===== src/hdl/rv_pipe_macros.svh =====
`ifndef RV_PIPE_MACROS_SVH
`define RV_PIPE_MACROS_SVH

// datapath and register index widths
`define XLEN     32
`define REG_AW   5

// first fetch address out of reset
`define RESET_PC 32'h0000_0000

// major opcodes of the supported subset
`define OPC_OP      7'b0110011
`define OPC_OP_IMM  7'b0010011
`define OPC_LUI     7'b0110111
`define OPC_BRANCH  7'b1100011
`define OPC_JAL     7'b1101111

// addi x0, x0, 0
`define NOP_INSTR   32'h0000_0013

`endif

===== src/hdl/rv_pipe_pkg.sv =====
`default_nettype none
`include "rv_pipe_macros.svh"

package rv_pipe_pkg;

  typedef enum logic [6:0] {
    OP_REG    = `OPC_OP,
    OP_IMM    = `OPC_OP_IMM,
    OP_LUI    = `OPC_LUI,
    OP_BRANCH = `OPC_BRANCH,
    OP_JAL    = `OPC_JAL
  } opcode_e;

  typedef struct packed {
    logic [6:0]         funct7;
    logic [`REG_AW-1:0] rs2;
    logic [`REG_AW-1:0] rs1;
    logic [2:0]         funct3;
    logic [`REG_AW-1:0] rd;
    opcode_e            opcode;
  } r_fmt_t;

  typedef struct packed {
    logic [11:0]        imm;
    logic [`REG_AW-1:0] rs1;
    logic [2:0]         funct3;
    logic [`REG_AW-1:0] rd;
    opcode_e            opcode;
  } i_fmt_t;

  typedef struct packed {
    logic               imm12;
    logic [5:0]         imm10_5;
    logic [`REG_AW-1:0] rs2;
    logic [`REG_AW-1:0] rs1;
    logic [2:0]         funct3;
    logic [3:0]         imm4_1;
    logic               imm11;
    opcode_e            opcode;
  } b_fmt_t;

  // upper 20 bits double as the lui immediate
  typedef struct packed {
    logic               imm20;
    logic [9:0]         imm10_1;
    logic               imm11;
    logic [7:0]         imm19_12;
    logic [`REG_AW-1:0] rd;
    opcode_e            opcode;
  } j_fmt_t;

  typedef union packed {
    r_fmt_t r;
    i_fmt_t i;
    b_fmt_t b;
    j_fmt_t j;
  } instr_u;

  typedef enum logic [2:0] {
    ALU_ADD,
    ALU_SUB,
    ALU_AND,
    ALU_OR,
    ALU_XOR,
    ALU_SLT,
    ALU_PASS_B
  } alu_op_e;

  typedef struct packed {
    logic             valid;
    logic [`XLEN-1:0] pc;
    instr_u           instr;
  } if_id_t;

  typedef struct packed {
    logic               valid;
    logic [`XLEN-1:0]   pc;
    logic [`REG_AW-1:0] rs1_idx;
    logic [`REG_AW-1:0] rs2_idx;
    logic [`XLEN-1:0]   rs1_data;
    logic [`XLEN-1:0]   rs2_data;
    logic [`XLEN-1:0]   imm;
    alu_op_e            alu_op;
    logic               use_imm;
    logic               is_branch;
    logic               br_ne;     // bne when set, beq otherwise
    logic               is_jal;
    logic [`REG_AW-1:0] rd;
    logic               we;
  } id_ex_t;

  typedef struct packed {
    logic               valid;
    logic [`XLEN-1:0]   pc;
    logic [`REG_AW-1:0] rd;
    logic               we;
    logic [`XLEN-1:0]   result;
  } ex_wb_t;

  typedef struct packed {
    logic             valid;
    logic [`XLEN-1:0] pc;
  } redirect_t;

  typedef struct packed {
    logic pc_hold;
    logic pc_load;
    logic if_bubble;
    logic id_flush;
    logic ex_flush;
  } pipe_ctrl_t;

endpackage

`default_nettype wire


===== src/hdl/rv_pipe_top.sv =====
`default_nettype none
`include "rv_pipe_macros.svh"

module rv_pipe_top (
  input  wire                 clk,
  input  wire                 rst_i,
  // instruction memory
  output logic [`XLEN-1:0]    imem_addr_o,
  output logic                imem_req_o,
  input  wire [`XLEN-1:0]     imem_data_i,
  input  wire                 imem_valid_i,
  // retire port
  output logic                commit_valid_o,
  output logic [`XLEN-1:0]    commit_pc_o,
  output logic [`REG_AW-1:0]  commit_rd_o,
  output logic                commit_we_o,
  output logic [`XLEN-1:0]    commit_data_o
);
  import rv_pipe_pkg::*;

  pipe_ctrl_t         ctrl;
  redirect_t          redirect;
  if_id_t             if_id;
  id_ex_t             id_ex;
  ex_wb_t             ex_wb;
  logic [`REG_AW-1:0] rs1_idx;
  logic [`REG_AW-1:0] rs2_idx;
  logic [`XLEN-1:0]   rs1_data;
  logic [`XLEN-1:0]   rs2_data;

  fetch_unit u_fetch (
    .clk           (clk),
    .rst_i         (rst_i),
    .ctrl_i        (ctrl),
    .redirect_pc_i (redirect.pc),
    .imem_valid_i  (imem_valid_i),
    .imem_data_i   (imem_data_i),
    .imem_addr_o   (imem_addr_o),
    .imem_req_o    (imem_req_o),
    .if_id_o       (if_id)
  );

  decode_unit u_decode (
    .clk        (clk),
    .rst_i      (rst_i),
    .ctrl_i     (ctrl),
    .if_id_i    (if_id),
    .rs1_idx_o  (rs1_idx),
    .rs2_idx_o  (rs2_idx),
    .rs1_data_i (rs1_data),
    .rs2_data_i (rs2_data),
    .id_ex_o    (id_ex)
  );

  regfile u_regfile (
    .clk        (clk),
    .rst_i      (rst_i),
    .rs1_idx_i  (rs1_idx),
    .rs2_idx_i  (rs2_idx),
    .rs1_data_o (rs1_data),
    .rs2_data_o (rs2_data),
    .wb_i       (ex_wb)
  );

  execute_unit u_execute (
    .clk        (clk),
    .rst_i      (rst_i),
    .ctrl_i     (ctrl),
    .id_ex_i    (id_ex),
    .ex_wb_o    (ex_wb),
    .redirect_o (redirect)
  );

  hazard_ctrl u_hazard (
    .imem_valid_i (imem_valid_i),
    .redirect_i   (redirect),
    .ctrl_o       (ctrl)
  );

  // retire straight from the write-back register
  assign commit_valid_o = ex_wb.valid;
  assign commit_pc_o    = ex_wb.pc;
  assign commit_rd_o    = ex_wb.rd;
  assign commit_we_o    = ex_wb.we;
  assign commit_data_o  = ex_wb.result;

endmodule

`default_nettype wire


===== src/hdl/hazard_ctrl.sv =====
`default_nettype none

module hazard_ctrl (
  input  wire                      imem_valid_i,
  input  rv_pipe_pkg::redirect_t   redirect_i,
  output rv_pipe_pkg::pipe_ctrl_t  ctrl_o
);
  import rv_pipe_pkg::*;

  logic fetch_wait;

  // a redirect discards the fetched word anyway, so it wins
  assign fetch_wait = !imem_valid_i && !redirect_i.valid;

  always_comb begin
    ctrl_o           = '0;
    ctrl_o.pc_load   = redirect_i.valid;
    ctrl_o.id_flush  = redirect_i.valid;   // kill word in fetch
    ctrl_o.ex_flush  = redirect_i.valid;   // kill word in decode
    ctrl_o.pc_hold   = fetch_wait;
    ctrl_o.if_bubble = fetch_wait;
  end

endmodule

`default_nettype wire


===== src/hdl/execute_unit.sv =====
`default_nettype none
`include "rv_pipe_macros.svh"

module execute_unit (
  input  wire                     clk,
  input  wire                     rst_i,
  input  rv_pipe_pkg::pipe_ctrl_t ctrl_i,
  input  rv_pipe_pkg::id_ex_t     id_ex_i,
  output rv_pipe_pkg::ex_wb_t     ex_wb_o,
  output rv_pipe_pkg::redirect_t  redirect_o
);
  import rv_pipe_pkg::*;

  logic [`XLEN-1:0] op_a;
  logic [`XLEN-1:0] rs2_val;
  logic [`XLEN-1:0] op_b;
  logic [`XLEN-1:0] alu_res;
  logic             fwd_ok;
  logic             taken;

  // bypass from the write-back register
  assign fwd_ok  = ex_wb_o.valid && ex_wb_o.we && (ex_wb_o.rd != '0);
  assign op_a    = (fwd_ok && ex_wb_o.rd == id_ex_i.rs1_idx) ? ex_wb_o.result
                                                             : id_ex_i.rs1_data;
  assign rs2_val = (fwd_ok && ex_wb_o.rd == id_ex_i.rs2_idx) ? ex_wb_o.result
                                                             : id_ex_i.rs2_data;
  assign op_b    = id_ex_i.use_imm ? id_ex_i.imm : rs2_val;

  always_comb begin
    case (id_ex_i.alu_op)
      ALU_ADD:    alu_res = op_a + op_b;
      ALU_SUB:    alu_res = op_a - op_b;
      ALU_AND:    alu_res = op_a & op_b;
      ALU_OR:     alu_res = op_a | op_b;
      ALU_XOR:    alu_res = op_a ^ op_b;
      ALU_SLT:    alu_res = {{(`XLEN-1){1'b0}}, $signed(op_a) < $signed(op_b)};
      ALU_PASS_B: alu_res = op_b;   // lui
      default:    alu_res = '0;
    endcase
  end

  // beq taken on equal, bne on not equal
  assign taken = id_ex_i.is_branch && ((op_a == rs2_val) ^ id_ex_i.br_ne);

  assign redirect_o.valid = id_ex_i.valid && (taken || id_ex_i.is_jal);
  assign redirect_o.pc    = id_ex_i.pc + id_ex_i.imm;

  always_ff @(posedge clk) begin
    ex_wb_o.pc     <= id_ex_i.pc;
    ex_wb_o.rd     <= id_ex_i.rd;
    ex_wb_o.we     <= id_ex_i.we;
    ex_wb_o.result <= id_ex_i.is_jal ? id_ex_i.pc + `XLEN'd4 : alu_res;
    ex_wb_o.valid  <= id_ex_i.valid;
    if (rst_i) ex_wb_o.valid <= 1'b0;
  end

  // a redirect kills both younger stages
  a_redirect_src: assert property (@(posedge clk) disable iff (rst_i)
    redirect_o.valid |-> ctrl_i.id_flush && ctrl_i.ex_flush);

endmodule

`default_nettype wire


===== src/hdl/decode_unit.sv =====
`default_nettype none
`include "rv_pipe_macros.svh"

module decode_unit (
  input  wire                     clk,
  input  wire                     rst_i,
  input  rv_pipe_pkg::pipe_ctrl_t ctrl_i,
  input  rv_pipe_pkg::if_id_t     if_id_i,
  output logic [`REG_AW-1:0]      rs1_idx_o,
  output logic [`REG_AW-1:0]      rs2_idx_o,
  input  wire [`XLEN-1:0]         rs1_data_i,
  input  wire [`XLEN-1:0]         rs2_data_i,
  output rv_pipe_pkg::id_ex_t     id_ex_o
);
  import rv_pipe_pkg::*;

  instr_u ins;
  id_ex_t nxt;
  logic   wr;

  assign ins       = if_id_i.instr;
  assign rs1_idx_o = ins.r.rs1;
  assign rs2_idx_o = ins.r.rs2;

  always_comb begin
    nxt           = '0;
    nxt.valid     = if_id_i.valid;
    nxt.pc        = if_id_i.pc;
    nxt.rs1_idx   = ins.r.rs1;
    nxt.rs2_idx   = ins.r.rs2;
    nxt.rs1_data  = rs1_data_i;
    nxt.rs2_data  = rs2_data_i;
    nxt.rd        = ins.r.rd;
    nxt.imm       = {{(`XLEN-12){ins.i.imm[11]}}, ins.i.imm};
    nxt.alu_op    = ALU_ADD;
    wr            = 1'b0;

    case (ins.r.opcode)
      OP_REG: begin
        wr = 1'b1;
        case (ins.r.funct3)
          3'b000:  nxt.alu_op = ins.r.funct7[5] ? ALU_SUB : ALU_ADD;
          3'b010:  nxt.alu_op = ALU_SLT;
          3'b100:  nxt.alu_op = ALU_XOR;
          3'b110:  nxt.alu_op = ALU_OR;
          3'b111:  nxt.alu_op = ALU_AND;
          default: wr = 1'b0;   // shifts, sltu not supported
        endcase
      end
      OP_IMM: begin
        wr          = 1'b1;
        nxt.use_imm = 1'b1;
        case (ins.i.funct3)
          3'b000:  nxt.alu_op = ALU_ADD;
          3'b100:  nxt.alu_op = ALU_XOR;
          3'b110:  nxt.alu_op = ALU_OR;
          3'b111:  nxt.alu_op = ALU_AND;
          default: wr = 1'b0;
        endcase
      end
      OP_LUI: begin
        wr          = 1'b1;
        nxt.use_imm = 1'b1;
        nxt.alu_op  = ALU_PASS_B;
        nxt.imm     = {ins.j.imm20, ins.j.imm10_1, ins.j.imm11, ins.j.imm19_12, 12'b0};
      end
      OP_BRANCH: begin
        // only beq and bne, other compares retire as no-ops
        nxt.is_branch = (ins.b.funct3[2:1] == 2'b00);
        nxt.br_ne     = ins.b.funct3[0];
        nxt.imm       = {{(`XLEN-12){ins.b.imm12}}, ins.b.imm11, ins.b.imm10_5,
                         ins.b.imm4_1, 1'b0};
      end
      OP_JAL: begin
        wr         = 1'b1;
        nxt.is_jal = 1'b1;
        nxt.imm    = {{(`XLEN-20){ins.j.imm20}}, ins.j.imm19_12, ins.j.imm11,
                      ins.j.imm10_1, 1'b0};
      end
      default: wr = 1'b0;   // unknown opcode, retire without write
    endcase

    nxt.we = wr && (ins.r.rd != '0);  // x0 never written
  end

  always_ff @(posedge clk) begin
    id_ex_o <= nxt;
    if (rst_i || ctrl_i.ex_flush) id_ex_o.valid <= 1'b0;
  end

endmodule

`default_nettype wire


===== src/hdl/regfile.sv =====
`default_nettype none
`include "rv_pipe_macros.svh"

module regfile (
  input  wire                 clk,
  input  wire                 rst_i,
  input  wire [`REG_AW-1:0]   rs1_idx_i,
  input  wire [`REG_AW-1:0]   rs2_idx_i,
  output logic [`XLEN-1:0]    rs1_data_o,
  output logic [`XLEN-1:0]    rs2_data_o,
  input  rv_pipe_pkg::ex_wb_t wb_i
);
  import rv_pipe_pkg::*;

  logic [`XLEN-1:0] regs [2**`REG_AW];
  logic             wr_en;

  assign wr_en = wb_i.valid && wb_i.we && (wb_i.rd != '0);  // x0 never written

  always_ff @(posedge clk) begin
    if (rst_i) begin
      regs[0] <= '0;
    end else if (wr_en) begin
      regs[wb_i.rd] <= wb_i.result;
    end
  end

  // write-through so decode sees the retiring result
  always_comb begin
    rs1_data_o = (wr_en && wb_i.rd == rs1_idx_i) ? wb_i.result : regs[rs1_idx_i];
    rs2_data_o = (wr_en && wb_i.rd == rs2_idx_i) ? wb_i.result : regs[rs2_idx_i];
  end

  a_x0_zero: assert property (@(posedge clk) disable iff (rst_i)
    (rs1_idx_i == '0 |-> rs1_data_o == '0) and (rs2_idx_i == '0 |-> rs2_data_o == '0));

endmodule

`default_nettype wire


===== src/hdl/fetch_unit.sv =====
`default_nettype none
`include "rv_pipe_macros.svh"

module fetch_unit (
  input  wire                     clk,
  input  wire                     rst_i,
  input  rv_pipe_pkg::pipe_ctrl_t ctrl_i,
  input  wire [`XLEN-1:0]         redirect_pc_i,
  input  wire                     imem_valid_i,
  input  wire [`XLEN-1:0]         imem_data_i,
  output logic [`XLEN-1:0]        imem_addr_o,
  output logic                    imem_req_o,
  output rv_pipe_pkg::if_id_t     if_id_o
);
  import rv_pipe_pkg::*;

  logic [`XLEN-1:0] pc_q;
  logic [`XLEN-1:0] pc_d;
  logic             capture;

  always_comb begin
    if (ctrl_i.pc_load) begin
      pc_d = redirect_pc_i;
    end else if (ctrl_i.pc_hold) begin
      pc_d = pc_q;   // wait for the memory
    end else begin
      pc_d = pc_q + `XLEN'd4;
    end
  end

  always_ff @(posedge clk) begin
    if (rst_i) begin
      pc_q <= `RESET_PC;
    end else begin
      pc_q <= pc_d;
    end
  end

  assign imem_addr_o = pc_q;
  assign imem_req_o  = !ctrl_i.pc_load;  // word at pc_q is dropped on redirect
  assign capture     = imem_valid_i && !(ctrl_i.if_bubble || ctrl_i.id_flush);

  always_ff @(posedge clk) begin
    if_id_o.pc    <= pc_q;
    if_id_o.instr <= capture ? imem_data_i : `NOP_INSTR;
    if_id_o.valid <= capture;
    if (rst_i) if_id_o.valid <= 1'b0;
  end

  // branch and jal targets must land on word boundaries
  a_pc_aligned: assert property (@(posedge clk) disable iff (rst_i) pc_q[1:0] == 2'b00);

endmodule

`default_nettype wire


===== config.mk =====
export PLATFORM = sky130hd
export DESIGN_NAME = rv_pipe_top
export DESIGN_NICKNAME = d
export VERILOG_FILES = /design/src/hdl/rv_pipe_pkg.sv /design/src/hdl/rv_pipe_top.sv /design/src/hdl/hazard_ctrl.sv /design/src/hdl/execute_unit.sv /design/src/hdl/decode_unit.sv /design/src/hdl/regfile.sv /design/src/hdl/fetch_unit.sv
export VERILOG_INCLUDE_DIRS = /design/src /design/src/hdl
export SDC_FILE = /design/constraint.sdc
export NUM_CORES = 2
export LEC_CHECK = 0
export BUFFER_PORTS_ARGS = -buffer_cell sky130_fd_sc_hd__buf_2
export CAP_MARGIN = 0
export CORE_MARGIN = 5
export CORE_UTILIZATION = 41
export CTS_CLUSTER_DIAMETER = 80
export DETAILED_ROUTE_END_ITERATION = 16
export PLACE_DENSITY = 0.58
export SLEW_MARGIN = 20
export SYNTH_ARGS = -nofsm -noshare
export SYNTH_HDL_FRONTEND = slang
export SYNTH_HIERARCHICAL = 1
export SYNTH_SLANG_ARGS = --single-unit

===== constraint.sdc =====
create_clock -name clk -period 6.4 [get_ports clk]
set_clock_uncertainty 0.05 [all_clocks]
set_input_delay 0.32 -clock clk [delete_from_list [all_inputs] [get_ports clk]]
set_output_delay 0.32 -clock clk [all_outputs]
set_load 0.05 [all_outputs]

==> metrics.md <==
| Metric | Value |
|---|---|
| Clock Tree Buf Depth | 3 |
| PortBufs | 138 |
| Worst-path clk slew | 0.06 ns |
| Clk sinks | 1344 |
| Synth Net Count | 4737 |
| Crit path kind | register to register |
| Status | finished clean |
| Worst slew margin | 11.6% |
| Net Sw Power | 0.00598 W |
| Nets@finish | 4872 |
| Crit. End Element | register |
| Setup slack at placement | 0.356 ns |
| Worst reg2reg endpoint | u_execute/ex_wb_o[28] |
| Most frequent cells in the layout | 1024 x edfxtp_1, 506 x mux4_2, 313 x dfxtp_1 |
| Die height | 411 um |
| Die area | 0.169 mm2 |
| Detailed-router iteration count before antenna repair | 6 |
| Storage element area | 0.0372 mm2 |
| # DRC | 0 |
| Iter 0 DRT Violations | 5221 |
| Via count | 44.4k |
| H-tree depth | 4 |
| Most common cell after layout, fill and taps aside | edfxtp_1 |
| Pins over their slew limit | 0 |
| Die X | 411 um |
| Worst hold path stage count | 4 |
| Final ANT Viol Nets | 0 |
| Fmax | 0.164 GHz |
| Largest stage delay, worst path | 0.84 ns |
| Max VDD drop | 0.235 mV |
| Dpl hpwl | 138000 um |
| Vias in the first global route | 43.4k |
| Grt total ovfl | 0 |
| Logic gate share of total power | 13.8% |
| Hold Path Class | input port to register |
| Seq pwr share | 46.8% |
| Final hold vios | 0 |
| Post-synth cell types | 98 |
| Ys flop type | edfxtp_1 |
| # IOs | 139 |
| #FFs+latches synth | 1344 |
| Total GRT Usage | 25.9% |
| Fillers | 13.9k |
| Cell Chain, Critical Path | xor2_1 -> or4_4 -> or2_4 -> mux2i_1 -> o21ai_0 -> ha_1 -> or3b_2 -> a31oi_1 -> o21a_1 -> or3_1 -> a211oi_1 -> a21oi_1 -> a2111oi_0 -> a311oi_1 -> a211o_1 |
| Gpl congestion | 0.970 |
| Final Cycle Share | 95.0% |
| Row Count | 147 |
| Clock period minus worst slack | 6.08 ns |
| Setup violators final | 0 |
| Power Dens Cells | 286 mW/mm2 |
| Synthesized instance count | 4553 |
| Fin Hold WS | 0.0959 ns |
| Clock share of power | 39.4% |
| Worst R2R Path Depth | 15 |
| Ys async rst share | 0% |
| LEAKAGE | 22.0 nW |
| RSZ-0062 raised after global routing | no |
| Worst EP arrival | 6.71 ns |
| Internal | 0.0153 W |
| R2R setup slack | 0.32 ns |
| Clock Tree Root | clkbuf_16 |
| Effective utilization at floorplan | 41.2% |
| Critical path launch point | u_execute/ex_wb_o[37] |
| Core area | 0.160 mm2 |
| Clk_lat worst skew | 0.80 ns |
| Multi-input gate area | 0.0269 mm2 |
| Area Overhead vs Synth | 12.7% |
| Setup crit start kind | register |
| Synth warn | 6 |
| Worst slew pin tran | 1.31 ns |
| Vias per Instance | 6.37 |
| Post-synthesis cell area | 0.0660 mm2 |
| Crit path capture | u_execute/ex_wb_o[28] |
| Critical-path top delay cell | o21ai_0 |
| Worst setup margin | 0.320 ns |
| Critical Path RT | 7.03 ns |
| Number of flops mapped to enable cells by yosys | 1024 |
| Avg Cell Area, Syn | 14.5 um2 |
| Sequential share of the synthesized area | 56.3% |
| First-pass GRT wire length | 316000 um |
| Reg-to-reg critical path startpoint | u_execute/ex_wb_o[37] |
| Final setup TNS | 0 ns |
| Crit-path max FO | 17 |
| Largest net degree at the start of global routing | 99 |
| Switch share | 28.2% |
| Routed WL | 223000 um |
| CTS tree | done |
| Core Util, Final | 46.4% |
| Number of max-cap violations | 0 |
| WL/cell | 32.0 um |
| Share of post-route cells with drive strength above 1 | 24.2% |
| Antenna violations before repair | 15 |
| CTS buffer count | 146 |
-- cell usage after synthesis (75+ instances only) --
library cell  count  area share (%)
a21oi_1         160             1.2
and2_1           77            0.73
clkbuf_1        166            0.94
dfxtp_1         320             9.7
edfxtp_1       1024              47
ha_1            146             2.8
inv_1           119            0.68
mux4_2          506              17
nand2_1         249             1.4
nor2_1          197             1.1
nor4_1           75            0.71
o21ai_0         134             1.0
o22ai_1         281             2.7
xnor2_1          87             1.2
-- critical path, delay by kind of cell, from the launching register on --
family / cells / cell delay, ns
mux: 1 / 0.15
xor+xnor: 1 / 0.13
compound gates: 8 / 2.96
flops: 1 / 0.61
simple gates: 4 / 1.57
fa+ha+maj: 1 / 0.50
-- logic make-up (layout without fill, tap and decap cells) --
| kind of cell | Yosys count | after routing | synth area share (%) |
|---|---|---|---|
| mux | 622 | 622 | 19.3 |
| other cells | 0 | 3 | 0 |
| fa+ha+maj | 149 | 149 | 2.86 |
| compound gates | 909 | 909 | 9.06 |
| xor+xnor | 144 | 144 | 1.91 |
| simple gates | 933 | 933 | 7.21 |
| buf+inv | 452 | 704 | 3.36 |
| flops | 1344 | 1344 | 56.3 |
-- layer usage --
| layer | vias up | wire length [um] | GRT usage, % | part of all wire, % |
|---|---|---|---|---|
| met5 | - | 101 | 0 | 0.045 |
| met4 | 10 | 10100 | 10.9 | 4.5 |
| met3 | 482 | 19500 | 4.97 | 8.7 |
| met2 | 2443 | 105000 | 41.6 | 47 |
| met1 | 22925 | 88200 | 34.6 | 40 |
| li1 | 18551 | - | - | - |
-- cell type report --
type | instances | area share [%]
Sequential cell | 1344 | 50.0
Antenna cell | 3 | 0.0101
Timing Repair Buffer | 316 | 3.11
Inverter | 123 | 0.631
Clock inverter | 86 | 1.10
Tap cell | 2160 | 3.64
Multi-Input combinational cell | 2757 | 36.2
Clock buffer | 179 | 5.28
-- stage by stage --
stage	total power [W]	instance area, um2	cells
final	0.0212	74300	6968
after global routing	0.0219	74300	6965
after CTS	0.0213	74300	6960
after detailed placement	0.0130	69200	6662
after global placement	0.0130	69200	6661
after floorplan	0.0117	66000	4553
-- power by group through the flow --
stage	logic, W	clock network, W	registers (W)
final	0.00294	0.00837	0.00994
after global routing	0.00311	0.00889	0.00994
after CTS	0.00289	0.00851	0.00992
after detailed placement	0.00286	0	0.0101
after global placement	0.00286	0	0.0101
after floorplan	0.00157	0	0.0101
-- how the worst min path moves through the flow --
| stage | to | slack (ns) | start |
|---|---|---|---|
| floorplan | u_decode/id_ex_o[119] | 0.26 | u_fetch/if_id_o[32] |
| global placement | u_decode/id_ex_o[137] | 0.26 | u_fetch/if_id_o[50] |
| detailed placement | u_decode/id_ex_o[131] | 0.26 | u_fetch/if_id_o[44] |
| CTS | u_fetch/if_id_o[1] | 0.04 | imem_valid_i |
| global route | u_fetch/if_id_o[1] | 0.09 | imem_valid_i |
| finish | u_fetch/if_id_o[1] | 0.1 | imem_valid_i |
-- what timing repair did --
action | CTS | global route
setup buffers | 0 | 4
pin swaps | 0 | 1
resized for setup | 1 | 4
hold endpoints to repair | 63 | 0
hold buffers | 33 | 0
cloned | 0 | 0
setup endpoints to repair | 1 | 8
-- registers in the layout (all words and copies together) (netlist names) --
| register | cells |
|---|---|
| u_fetch/if_id_o | 65 |
| u_execute/ex_wb_o | 71 |
| u_regfile/regs | 1024 |
| u_decode/id_ex_o | 152 |
| u_fetch/imem_addr_o | 32 |
Power figures use the tool's default switching activity.
